===== config.mk =====
export PLATFORM = sky130hd
export DESIGN_NAME = dmem_wb_bridge
export DESIGN_NICKNAME = d
export VERILOG_FILES = /design/src/logic/dmem_core_pkg.sv /design/src/logic/dmem_wb_pkg.sv /design/src/logic/dmem_req_pack.sv /design/src/logic/dmem_req_fifo.sv /design/src/logic/dmem_resp_align.sv /design/src/logic/dmem_wb_bridge.sv
export VERILOG_INCLUDE_DIRS = /design/src /design/src/logic
export SDC_FILE = /design/constraint.sdc
export NUM_CORES = 1
export LEC_CHECK = 0
export BUFFER_PORTS_ARGS = -buffer_cell sky130_fd_sc_hd__buf_4
export CAP_MARGIN = 10
export CORE_MARGIN = 4
export CORE_UTILIZATION = 48
export DETAILED_ROUTE_END_ITERATION = 8
export PLACE_DENSITY = 0.8
export SETUP_SLACK_MARGIN = 0.4
export SLEW_MARGIN = 10
export SYNTH_ARGS = -nofsm -noshare
export SYNTH_HDL_FRONTEND = slang
export SYNTH_HIERARCHICAL = 1
export SYNTH_SLANG_ARGS = --single-unit

===== constraint.sdc =====
create_clock -name clk -period 2.65 [get_ports clk]
set_input_delay 0.1325 -clock clk [delete_from_list [all_inputs] [get_ports clk]]
set_output_delay 0.1325 -clock clk [all_outputs]
set_load 0.01 [all_outputs]

===== src/logic/dmem_wb_settings.svh =====
// --------------------
// Bridge build settings
// Bus width, byte lanes and request FIFO depth
// --------------------
`ifndef DMEM_WB_SETTINGS_SVH
`define DMEM_WB_SETTINGS_SVH

// Data and address width
// Same on the core port and the Wishbone side
`define DMEM_WB_DATA_W 32

// Byte lanes on the bus, one select bit each
`define DMEM_WB_SEL_W 4

// Request FIFO depth for the registered variant
// Two entries keep the bus busy across one wait state
`define DMEM_WB_FIFO_DEPTH 2

`endif


===== src/logic/dmem_core_pkg.sv =====
// --------------------
// Core data-memory port types
// Command, width and response encodings plus the request bundle
// --------------------
`include "dmem_wb_settings.svh"

package dmem_core_pkg;

    // --------------------
    // Encodings
    // --------------------

    // Access direction
    typedef enum logic {
        MEM_CMD_RD = 1'b0,
        MEM_CMD_WR = 1'b1
    } mem_cmd_e;

    // Access width requested by the core
    // Code 2'b11 is unused and handled as a word
    typedef enum logic [1:0] {
        MEM_WIDTH_BYTE  = 2'b00,
        MEM_WIDTH_HWORD = 2'b01,
        MEM_WIDTH_WORD  = 2'b10
    } mem_width_e;

    // Response seen by the core, valid for one cycle
    typedef enum logic [1:0] {
        MEM_RESP_NOTRDY = 2'b00,
        MEM_RESP_RDY_OK = 2'b01,
        MEM_RESP_RDY_ER = 2'b10
    } mem_resp_e;

    // --------------------
    // Request bundle
    // --------------------

    // Command, width, address and unaligned write data
    typedef struct packed {
        mem_cmd_e                   cmd;
        mem_width_e                 width;
        logic [`DMEM_WB_DATA_W-1:0] addr;
        logic [`DMEM_WB_DATA_W-1:0] wdata;
    } dmem_req_s;

endpackage


===== src/logic/dmem_wb_pkg.sv =====
// --------------------
// Wishbone side types
// Access size, bus request, response context and FIFO entry
// --------------------
`include "dmem_wb_settings.svh"

package dmem_wb_pkg;

    // Bits needed for the byte offset inside a bus word
    localparam int WB_OFFS_W = $clog2(`DMEM_WB_SEL_W);

    // --------------------
    // Encodings
    // --------------------

    // Bus access size, HSIZE style codes
    typedef enum logic [2:0] {
        WB_DSIZE_8B  = 3'b000,
        WB_DSIZE_16B = 3'b001,
        WB_DSIZE_32B = 3'b010
    } wb_dsize_e;

    // --------------------
    // Bundles
    // --------------------

    // What the bridge drives onto the bus
    // Write data is already on its byte lanes
    typedef struct packed {
        logic [`DMEM_WB_DATA_W-1:0] addr;
        logic                       we;
        logic [`DMEM_WB_DATA_W-1:0] dat;
        logic [`DMEM_WB_SEL_W-1:0]  sel;
    } wb_req_s;

    // Needed again when the read data comes back
    typedef struct packed {
        wb_dsize_e              size;
        logic [WB_OFFS_W-1:0]   offset;
    } resp_ctx_s;

    // One slot of the request FIFO
    typedef struct packed {
        wb_req_s    req;
        resp_ctx_s  ctx;
    } wb_entry_s;

endpackage


===== src/logic/dmem_req_pack.sv =====
// --------------------
// Request packer
// Turns a core request into a lane-placed Wishbone FIFO entry
// --------------------
`timescale 1ns/1ps
`include "dmem_wb_settings.svh"

module dmem_req_pack (
    input  dmem_core_pkg::dmem_req_s dmem_req_i,
    output dmem_wb_pkg::wb_entry_s   entry_o
);
    import dmem_core_pkg::*;
    import dmem_wb_pkg::*;

    // Bits per byte lane
    localparam int LANE_W = `DMEM_WB_DATA_W / `DMEM_WB_SEL_W;

    wb_dsize_e                  size;
    logic [WB_OFFS_W-1:0]       offset;
    logic [`DMEM_WB_DATA_W-1:0] lane_data;
    logic [`DMEM_WB_SEL_W-1:0]  lane_sel;

    // --------------------
    // Width conversion
    // --------------------

    // Core width to bus size
    // Reserved width code falls back to a word
    function automatic wb_dsize_e conv_size(input mem_width_e width);
        wb_dsize_e res;
        case (width)
            MEM_WIDTH_BYTE: begin
                res = WB_DSIZE_8B;
            end
            MEM_WIDTH_HWORD: begin
                res = WB_DSIZE_16B;
            end
            default: begin
                res = WB_DSIZE_32B;
            end
        endcase
        return res;
    endfunction

    assign size   = conv_size(dmem_req_i.width);
    // Byte offset inside the bus word
    assign offset = dmem_req_i.addr[WB_OFFS_W-1:0];

    // --------------------
    // Lane placement
    // --------------------

    // Start with data and mask at lane 0, then shift both by the offset
    always_comb begin
        lane_data = '0;
        lane_sel  = '0;
        case (size)
            WB_DSIZE_8B: begin
                lane_data[LANE_W-1:0] = dmem_req_i.wdata[LANE_W-1:0];
                lane_sel[0]           = 1'b1;
            end
            WB_DSIZE_16B: begin
                lane_data[2*LANE_W-1:0] = dmem_req_i.wdata[2*LANE_W-1:0];
                lane_sel[1:0]           = 2'b11;
            end
            default: begin
                lane_data = dmem_req_i.wdata;
                lane_sel  = '1;
            end
        endcase
        // Word stays put, the full mask must not be shifted out
        if (size != WB_DSIZE_32B) begin
            lane_data = lane_data << (offset * LANE_W);
            lane_sel  = lane_sel << offset;
        end
    end

    // --------------------
    // Entry assembly
    // --------------------

    // Full address goes out, the slave decodes the word itself
    assign entry_o.req.addr   = dmem_req_i.addr;
    assign entry_o.req.we     = (dmem_req_i.cmd == MEM_CMD_WR);
    assign entry_o.req.dat    = lane_data;
    assign entry_o.req.sel    = lane_sel;
    // Kept for read-lane extraction on acknowledge
    assign entry_o.ctx.size   = size;
    assign entry_o.ctx.offset = offset;

    // Halfword on an odd byte would straddle a lane pair
    a_hword_aligned: assert final (
        !((dmem_req_i.width === MEM_WIDTH_HWORD) && (dmem_req_i.addr[0] === 1'b1))
    ) else $error("dmem_req_pack: halfword request at odd address %h", dmem_req_i.addr);

endmodule


===== src/logic/dmem_req_fifo.sv =====
// --------------------
// Request FIFO
// Circular buffer of bus requests, head drives the Wishbone side
// --------------------
`timescale 1ns/1ps
`include "dmem_wb_settings.svh"

module dmem_req_fifo #(
    parameter int DEPTH = `DMEM_WB_FIFO_DEPTH
) (
    input  logic                    clk,
    input  logic                    rst_n,
    input  logic                    push_i,
    input  dmem_wb_pkg::wb_entry_s  entry_i,
    input  logic                    pop_i,
    output dmem_wb_pkg::wb_entry_s  head_o,
    output logic                    full_o,
    output logic                    empty_o
);
    import dmem_wb_pkg::*;

    // Pointer needs at least one bit even for a single slot
    localparam int PTR_W = (DEPTH > 1) ? $clog2(DEPTH) : 1;
    localparam int CNT_W = $clog2(DEPTH + 1);

    wb_entry_s          mem_q [DEPTH];
    logic [PTR_W-1:0]   wr_ptr_q;
    logic [PTR_W-1:0]   rd_ptr_q;
    logic [CNT_W-1:0]   count_q;
    logic               do_push;
    logic               do_pop;

    // Wrap at DEPTH, not at a power of two
    function automatic logic [PTR_W-1:0] ptr_next(input logic [PTR_W-1:0] ptr);
        logic [PTR_W-1:0] res;
        if (ptr == PTR_W'(DEPTH - 1)) begin
            res = '0;
        end else begin
            res = ptr + 1'b1;
        end
        return res;
    endfunction

    // --------------------
    // Flags and qualified strobes
    // --------------------
    assign full_o  = (count_q == CNT_W'(DEPTH));
    assign empty_o = (count_q == '0);

    // Acceptance is decided here only
    assign do_push = push_i & ~full_o;
    assign do_pop  = pop_i & ~empty_o;

    // --------------------
    // Control state
    // --------------------
    always_ff @(posedge clk) begin
        if (!rst_n) begin
            wr_ptr_q <= '0;
            rd_ptr_q <= '0;
            count_q  <= '0;
        end else begin
            if (do_push) begin
                wr_ptr_q <= ptr_next(wr_ptr_q);
            end
            if (do_pop) begin
                rd_ptr_q <= ptr_next(rd_ptr_q);
            end
            // Simultaneous push and pop leave the count alone
            case ({do_push, do_pop})
                2'b10: count_q <= count_q + 1'b1;
                2'b01: count_q <= count_q - 1'b1;
                default: begin
                end
            endcase
        end
    end

    // Storage, written at the tail
    always_ff @(posedge clk) begin
        if (do_push) begin
            mem_q[wr_ptr_q] <= entry_i;
        end
    end

    // Head visible one cycle after the write
    assign head_o = mem_q[rd_ptr_q];

    // --------------------
    // Checks
    // --------------------

    // Slave must not acknowledge without a strobe
    a_no_pop_empty: assert property (@(posedge clk) disable iff (!rst_n)
        pop_i |-> !empty_o)
        else $error("dmem_req_fifo: pop while empty");

    // Bus request holds until acknowledged
    a_head_stable: assert property (@(posedge clk) disable iff (!rst_n)
        (!empty_o && !pop_i) |=> $stable(head_o))
        else $error("dmem_req_fifo: head changed without pop");

endmodule


===== src/logic/dmem_resp_align.sv =====
// --------------------
// Response aligner
// Registers the bus reply and moves the addressed lanes down to bit 0
// --------------------
`timescale 1ns/1ps
`include "dmem_wb_settings.svh"

module dmem_resp_align (
    input  logic                        clk,
    input  logic                        rst_n,
    input  logic                        wb_ack_i,
    input  logic                        wb_err_i,
    input  logic [`DMEM_WB_DATA_W-1:0]  wb_dat_i,
    input  dmem_wb_pkg::resp_ctx_s      ctx_i,
    output logic [`DMEM_WB_DATA_W-1:0]  dmem_rdata_o,
    output dmem_core_pkg::mem_resp_e    dmem_resp_o
);
    import dmem_core_pkg::*;
    import dmem_wb_pkg::*;

    // Bits per byte lane
    localparam int LANE_W = `DMEM_WB_DATA_W / `DMEM_WB_SEL_W;

    logic                       valid_q;
    logic                       err_q;
    resp_ctx_s                  ctx_q;
    logic [`DMEM_WB_DATA_W-1:0] data_q;
    logic [`DMEM_WB_DATA_W-1:0] shifted;

    // --------------------
    // Response register
    // --------------------

    // One-cycle pulse per acknowledge
    always_ff @(posedge clk) begin
        if (!rst_n) begin
            valid_q <= 1'b0;
        end else begin
            valid_q <= wb_ack_i;
        end
    end

    // Payload follows the head entry that was just acknowledged
    always_ff @(posedge clk) begin
        if (wb_ack_i) begin
            err_q  <= wb_err_i;
            ctx_q  <= ctx_i;
            data_q <= wb_dat_i;
        end
    end

    // --------------------
    // Read-lane extraction
    // --------------------

    // Addressed byte ends up in the low lane
    assign shifted = data_q >> (ctx_q.offset * LANE_W);

    // Lanes above the access width read as zero
    always_comb begin
        dmem_rdata_o = '0;
        case (ctx_q.size)
            WB_DSIZE_8B: begin
                dmem_rdata_o[LANE_W-1:0] = shifted[LANE_W-1:0];
            end
            WB_DSIZE_16B: begin
                dmem_rdata_o[2*LANE_W-1:0] = shifted[2*LANE_W-1:0];
            end
            default: begin
                dmem_rdata_o = data_q;
            end
        endcase
    end

    // Three-valued core response
    always_comb begin
        if (!valid_q) begin
            dmem_resp_o = MEM_RESP_NOTRDY;
        end else if (err_q) begin
            dmem_resp_o = MEM_RESP_RDY_ER;
        end else begin
            dmem_resp_o = MEM_RESP_RDY_OK;
        end
    end

    // Back-to-back ready only with back-to-back acknowledges
    a_resp_single: assert property (@(posedge clk) disable iff (!rst_n)
        ((dmem_resp_o != MEM_RESP_NOTRDY) && !wb_ack_i) |=> (dmem_resp_o == MEM_RESP_NOTRDY))
        else $error("dmem_resp_align: response held without acknowledge");

endmodule


===== src/logic/dmem_wb_bridge.sv =====
// --------------------
// Data-memory to Wishbone bridge
// Packer, two-entry request FIFO and registered response path
// --------------------
`timescale 1ns/1ps
`include "dmem_wb_settings.svh"

module dmem_wb_bridge (
    input  logic                        clk,
    input  logic                        rst_n,

    // Core data-memory port
    input  logic                        dmem_req_valid_i,
    input  dmem_core_pkg::dmem_req_s    dmem_req_i,
    output logic                        dmem_req_ack_o,
    output logic [`DMEM_WB_DATA_W-1:0]  dmem_rdata_o,
    output dmem_core_pkg::mem_resp_e    dmem_resp_o,

    // Wishbone master side
    output logic                        wb_stb_o,
    output dmem_wb_pkg::wb_req_s        wb_req_o,
    input  logic [`DMEM_WB_DATA_W-1:0]  wb_dat_i,
    input  logic                        wb_ack_i,
    input  logic                        wb_err_i
);
    import dmem_wb_pkg::*;

    wb_entry_s  pack_entry;
    wb_entry_s  head_entry;
    logic       fifo_full;
    logic       fifo_empty;

    // --------------------
    // Request path
    // --------------------

    // Same-cycle conversion of the core request
    dmem_req_pack i_dmem_req_pack (
        .dmem_req_i (dmem_req_i),
        .entry_o    (pack_entry)
    );

    // Push on valid, FIFO drops it when full
    // Pop on every acknowledge of the head
    dmem_req_fifo #(
        .DEPTH (`DMEM_WB_FIFO_DEPTH)
    ) i_dmem_req_fifo (
        .clk     (clk),
        .rst_n   (rst_n),
        .push_i  (dmem_req_valid_i),
        .entry_i (pack_entry),
        .pop_i   (wb_ack_i),
        .head_o  (head_entry),
        .full_o  (fifo_full),
        .empty_o (fifo_empty)
    );

    // Core may offer while there is room
    assign dmem_req_ack_o = ~fifo_full;

    // Head stays on the bus until acknowledged
    assign wb_stb_o = ~fifo_empty;
    assign wb_req_o = head_entry.req;

    // --------------------
    // Response path
    // --------------------

    // Context comes from the head being acknowledged
    dmem_resp_align i_dmem_resp_align (
        .clk          (clk),
        .rst_n        (rst_n),
        .wb_ack_i     (wb_ack_i),
        .wb_err_i     (wb_err_i),
        .wb_dat_i     (wb_dat_i),
        .ctx_i        (head_entry.ctx),
        .dmem_rdata_o (dmem_rdata_o),
        .dmem_resp_o  (dmem_resp_o)
    );

endmodule


# Word-level counts from Yosys, hierarchy flattened
# Memory sizes are Yosys's and may differ from the RTL's. A register that Yosys moved wholly into a read port is not among the register bits.
# Cells that the tools add are included.
# totals
register_bits	43
ramBits	146
in_bits	104
output_inout_bits	105
mem_count	1
# memory_table
memory	words	width	rd	rd_ports_with_merged_regs	wr	line_no	rtl
i_dmem_req_fifo.mem_q	2	73	1	1	1	dmem_req_fifo.sv:26	wb_entry_s mem_q [DEPTH];
# classes
n_addsub	4
n_eq_ne	7
n_shift	3
muxes	19
bitwise	4
n_reduce_logical	7
# op_table
cell	count
$mux W16	2
$mux W32	1
$shl A32 B5 Y32	1
$shr A32 B5 Y16	1
$mux W8	2
$pmux W8 S2	1
$pmux W2 S2	2
$mux W1	7
$eq A2 B1 Y1 const B	3
$logic_not A3 Y1	2
$mux W2	3
$eq A2 B2 Y1 const B	2
$logic_not A2 Y1	2
$mux W4	1
$reduce_or A2 Y1	2
$shl A4 B2 Y4	1
$eq A3 B1 Y1 const B	1
$add A1 B1 Y1 const B	2
$add A2 B1 Y2 const B	1
$and A1 B1 Y1	2
$ne A2 B2 Y1 const B	1
$not A1 Y1	2
$reduce_bool A2 Y1	1
$sub A2 B1 Y2 const B	1

# Longest topological paths before layout
# logic_depth
depth_word	7
mapped_depth	6
depth_no_buf	6

# Cells and area by module
# Netlist, hierarchy kept.
# by_module_without_submodules
module	instances	cells_per_inst	area_each_um2	seq_area_each_um2
dmem_req_fifo	1	256	5554.1	4544.4
dmem_resp_align	1	138	1836.8	1161.1
dmem_req_pack	1	127	1018.5	0.0
dmem_wb_bridge	1	2	7.5	0.0

# Least setup slack after synthesis
# No wires, ideal clock.
# synth_path
path_kind	register to register
start	reg i_dmem_req_fifo.count_q[0]
end	mem i_dmem_req_fifo/mem_q[0][0] (netlist bit), enable pin
setup_ns	0.428
arrival_ns	2.349
slack_ns	-0.127
stages_incl_launch_ff	5
synth_period_minus_slack_ns	2.777
cell_sequence	dfxtp_1 nand2b_2 inv_2 or3_1 inv_1
# synth_between
elab_chain_cells	5
# synth_lines
item	line_no	rtl
from (decl)	dmem_req_fifo.sv:29	logic [CNT_W-1:0] count_q;
from (signal assigned)	dmem_req_fifo.sv:71	2'b10: count_q <= count_q + 1'b1;
from (signal assigned)	dmem_req_fifo.sv:72	2'b01: count_q <= count_q - 1'b1;
$eq A2 B2 Y1	dmem_req_fifo.sv:47	assign full_o = (count_q == CNT_W'(DEPTH));
via fifo_full	dmem_wb_bridge.sv:30	logic fifo_full;
$not A1 Y1	dmem_req_fifo.sv:51	assign do_push = push_i & ~full_o;
$and A1 B1 Y1	dmem_req_fifo.sv:51	
$mux W1	dmem_req_fifo.sv:81	if (do_push) begin
$mux W1 (implied by the code)	dmem_req_fifo.sv:82	mem_q[wr_ptr_q] <= entry_i;
to (decl)	dmem_req_fifo.sv:26	
# The timed path passes the listed nets, and every way through them passes these cells.

==> run_results.csv <==
group,metric,value,unit
die,die_width,140.4,um
sta,fmax,486.7,MHz
status,status,"finished clean",
synth,synthArstFlopShare,0,%
placed_design,place_hpwl,12.81,mm
setup_path,cp.required,2.52,ns
sta,fin_tns_setup,0,ns
placed_design,place_area,9940,sq um
die,die-area,19720,sq um
sta,maxSlewViolCount,0,
sta,rsz0062_at_grt,"false",
placed_design,portBuffers,208,
drt,drc_errors,0,
drt,drt-pass1-iter-count,4,
sta,fin_crit,2.055,ns
drt,routed_wl,19.04,mm
global_routing,track_usage,19.35,%
sta,hold_ws,0.04046,ns
finish,final_area,11210,sq um
clocking,clock_latency,0.44,ns
setup_path,r2r_setup_slack,0.65,ns
finish,diodes,0,
setup_path,start_kind,"register",
global_routing,antenna_found_initial,0,
synth,synth_cell_type_count,43,
finish,drive_gt1_share,44.55,%
die,die-height,140.4,um
global_routing,grt_pass1_vias,5609,
sta,hold_violations,0,
synth,syn_area,8417,sq um
die,initial_core_util,48.83,%
hold_path,min_path_cells,2,
setup_path,cp_data_arrival_time,1.92,ns
run,max_cap_violations,0,
placed_design,placed_cells,898,
setup_path,ff2ff_path_depth,5,
sta,slew_headroom,63.53,%
synth,syn-num-nets,628,
synth,yosys_most_used_dff,"edfxtp_1",
sta,period_share,77.54,%
drt,ant_nets,0,
finish,seqCellArea,5709,sq um
clocking,cts_buffers,17,
synth,yosysWarnings,6,
synth,synth_adder_area_share,0.1487,%
drt,num_vias,5291,
hold_path,holdCritPathClass,"input pin to register",
clocking,clk_path_buf_depth,2,
clocking,cts_sinks,192,
synth,synth-edff-count,186,
die,rows,48,
synth,synth-simple-area-share,8.310,%
finish,fin_nets,862,
finish,final_common_cell,"buf_4",
placed_design,post-place-ws,0.6264,ns
synth,synth_compound_area_share,6.749,%
clocking,clockRootBuffer,"clkbuf_16",
drt,drtIter0Drc,367,
placed_design,gp_congestion,0.9005,
synth,synth_mux_area_share,10.85,%
die,io_pins,209,
clocking,clkSlewWorstSetupHoldPaths,0.07,ns
finish,fill_cells,1190,
power,p_leak,4.315,nW
clocking,htreeDepth,4,
synth,netlist_instances,523,
power,p_per_area,836.9,nW/um^2
synth,synth-xor-area-share,0.3122,%
hold_path,hold-path-endpoint,"i_dmem_req_fifo/mem_q[1][15]$_DFFE_PP_",
sta,finalSetupViolations,0,
die,core_area,17240,sq um
setup_path,reg2reg_to,"i_dmem_req_fifo/mem_q[0][34]$_DFFE_PP_",
sta,worstMarginPinSlew,0.5459,ns
clocking,cts_tree,"yes",
hold_path,min_from,"dmem_req_i[6]",
power,vdd.ir_drop.worst,0.0004631,V
synth,synth_top_family_by_area,"multiplexers",
finish,fin_cells,995,
drt,routed_via_density,5.318,
finish,syn2layout_area_growth,33.22,%
global_routing,grt_pass1_wl,29.87,mm
finish,layout_common_cells,"215 x buf_4, 186 x edfxtp_1, 74 x mux2_2",
synth,ys_seq_area_share,67.79,%
global_routing,grt_max_degree,44,
finish,multiInputGateArea,2230,sq um
setup_path,endpoint_kind,"output port",
global_routing,gr-total-overflow,0,
sta,layout_setup_ws,0.5952,ns
synth,synth_seq_cells,192,
sta,fin_skew,0.01515,ns
setup_path,critPathMaxFanout,30,
setup_path,path_class,"register to output port",
drt,wire_per_inst,19.14,um
clocking,postCtsSetupBuffers,0,
setup_path,r2r-start,"i_dmem_req_fifo/count_q[0]$_SDFFE_PN0P_",
synth,avgSynthCellArea,16.09,sq um
==> cell type report <==
type | count | area share [%]
clock buffer | 17 | 3.794
clock inverter | 15 | 1.752
inverter | 6 | 0.2343
multi-input combinational | 256 | 19.88
sequential | 192 | 50.91
tap | 225 | 2.511
timing repair buffer | 284 | 20.91
==> logic make-up (layout without fill, tap and decap cells) <==
logic type,count (synthesis),in the layout
fa+ha+maj,1,1
simple gates,96,96
flops,192,192
mux,82,82
buf+inv,75,322
other cells,1,1
compound gates,73,73
xor+xnor,3,3
==> power breakdown <==
part           switching [mW]  internal [mW]
logic                    1.30           1.47
clock network            1.29           1.31
registers               0.195           3.82
total                    2.79           6.60
==> synth_stat cells (2+ instances only) <==
| library cell | n | share of area (%) |
|---|---|---|
| a2bb2oi_1 | 8 | 0.83 |
| or3_1 | 2 | 0.15 |
| nor4bb_1 | 16 | 1.9 |
| buf_2 | 21 | 1.2 |
| buf_4 | 40 | 3.6 |
| buf_6 | 4 | 0.54 |
| edfxtp_1 | 186 | 66 |
| a22o_1 | 8 | 0.83 |
| a221o_1 | 17 | 2.0 |
| xnor2_1 | 3 | 0.31 |
| inv_1 | 5 | 0.22 |
| and2_2 | 8 | 0.71 |
| and3b_1 | 2 | 0.21 |
| o21ai_1 | 8 | 0.48 |
| nor2_1 | 2 | 0.089 |
| nand2_1 | 2 | 0.089 |
| a31oi_1 | 8 | 0.59 |
| clkbuf_1 | 4 | 0.18 |
| dfxtp_1 | 6 | 1.4 |
| mux2_2 | 74 | 9.9 |
| and2_1 | 36 | 2.7 |
| nor2b_1 | 12 | 0.89 |
| mux2i_1 | 8 | 0.95 |
| o21ai_0 | 10 | 0.59 |
| a211o_1 | 8 | 0.83 |
| nand3b_1 | 7 | 0.62 |
| a21boi_1 | 2 | 0.18 |
==> repair_timing <==
action | CTS | global route
hold buffers | 65 | 0
resized for setup | 0 | 2
endpoints found under the hold margin | 101 | 0
endpoints found under the setup margin | 0 | 17
==> worst max path at each step <==
stage,startpoint,to,slack (ns)
6_report,register,wb_req_o[25],0.60
5_1_grt,register,wb_req_o[26],0.49
4_1_cts,i_dmem_resp_align/ctx_q[4]$_DFFE_PP_,dmem_rdata_o[1],0.44
3_5_place_dp,i_dmem_req_fifo/count_q[0]$_SDFFE_PN0P_,i_dmem_req_fifo/mem_q[0][37]$_DFFE_PP_,0.63
3_3_place_gp,i_dmem_req_fifo/count_q[0]$_SDFFE_PN0P_,i_dmem_req_fifo/mem_q[0][37]$_DFFE_PP_,0.70
2_1_floorplan,i_dmem_req_fifo/count_q[0]$_SDFFE_PN0P_,i_dmem_req_fifo/mem_q[0][0]$_DFFE_PP_,0.46
==> metrics by stage <==
step           total power, mW  util (%)
2_1_floorplan            5.538         -
4_1_cts                  9.462     65.05
3_3_place_gp             6.703     57.67
6_report                 9.384     65.06
3_5_place_dp             6.778     57.67
5_1_grt                  9.824     65.06
==> registers in the layout (all words and copies together) (netlist names), named ones only <==
signal                     flops
i_dmem_req_fifo/count_q        2
i_dmem_resp_align/data_q      32
i_dmem_resp_align/err_q        1
i_dmem_req_fifo/mem_q        148
i_dmem_resp_align/valid_q      1
i_dmem_req_fifo/rd_ptr_q       1
i_dmem_resp_align/ctx_q        5
i_dmem_req_fifo/wr_ptr_q       1
==> worst max-delay path, cell delays in order (launching register included) <==
cell,delay (ns)
dfxtp_4,0.63
buf_4,0.33
mux2_2,0.38
buf_4,0.15
==> metal layers <==
metal  track usage, %  wire length (um)
met1            25.06              7752
met2            31.68              9471
met3            5.087              1478
met4            6.884               342
met5                0                 0
Power figures use the tool's default switching activity.
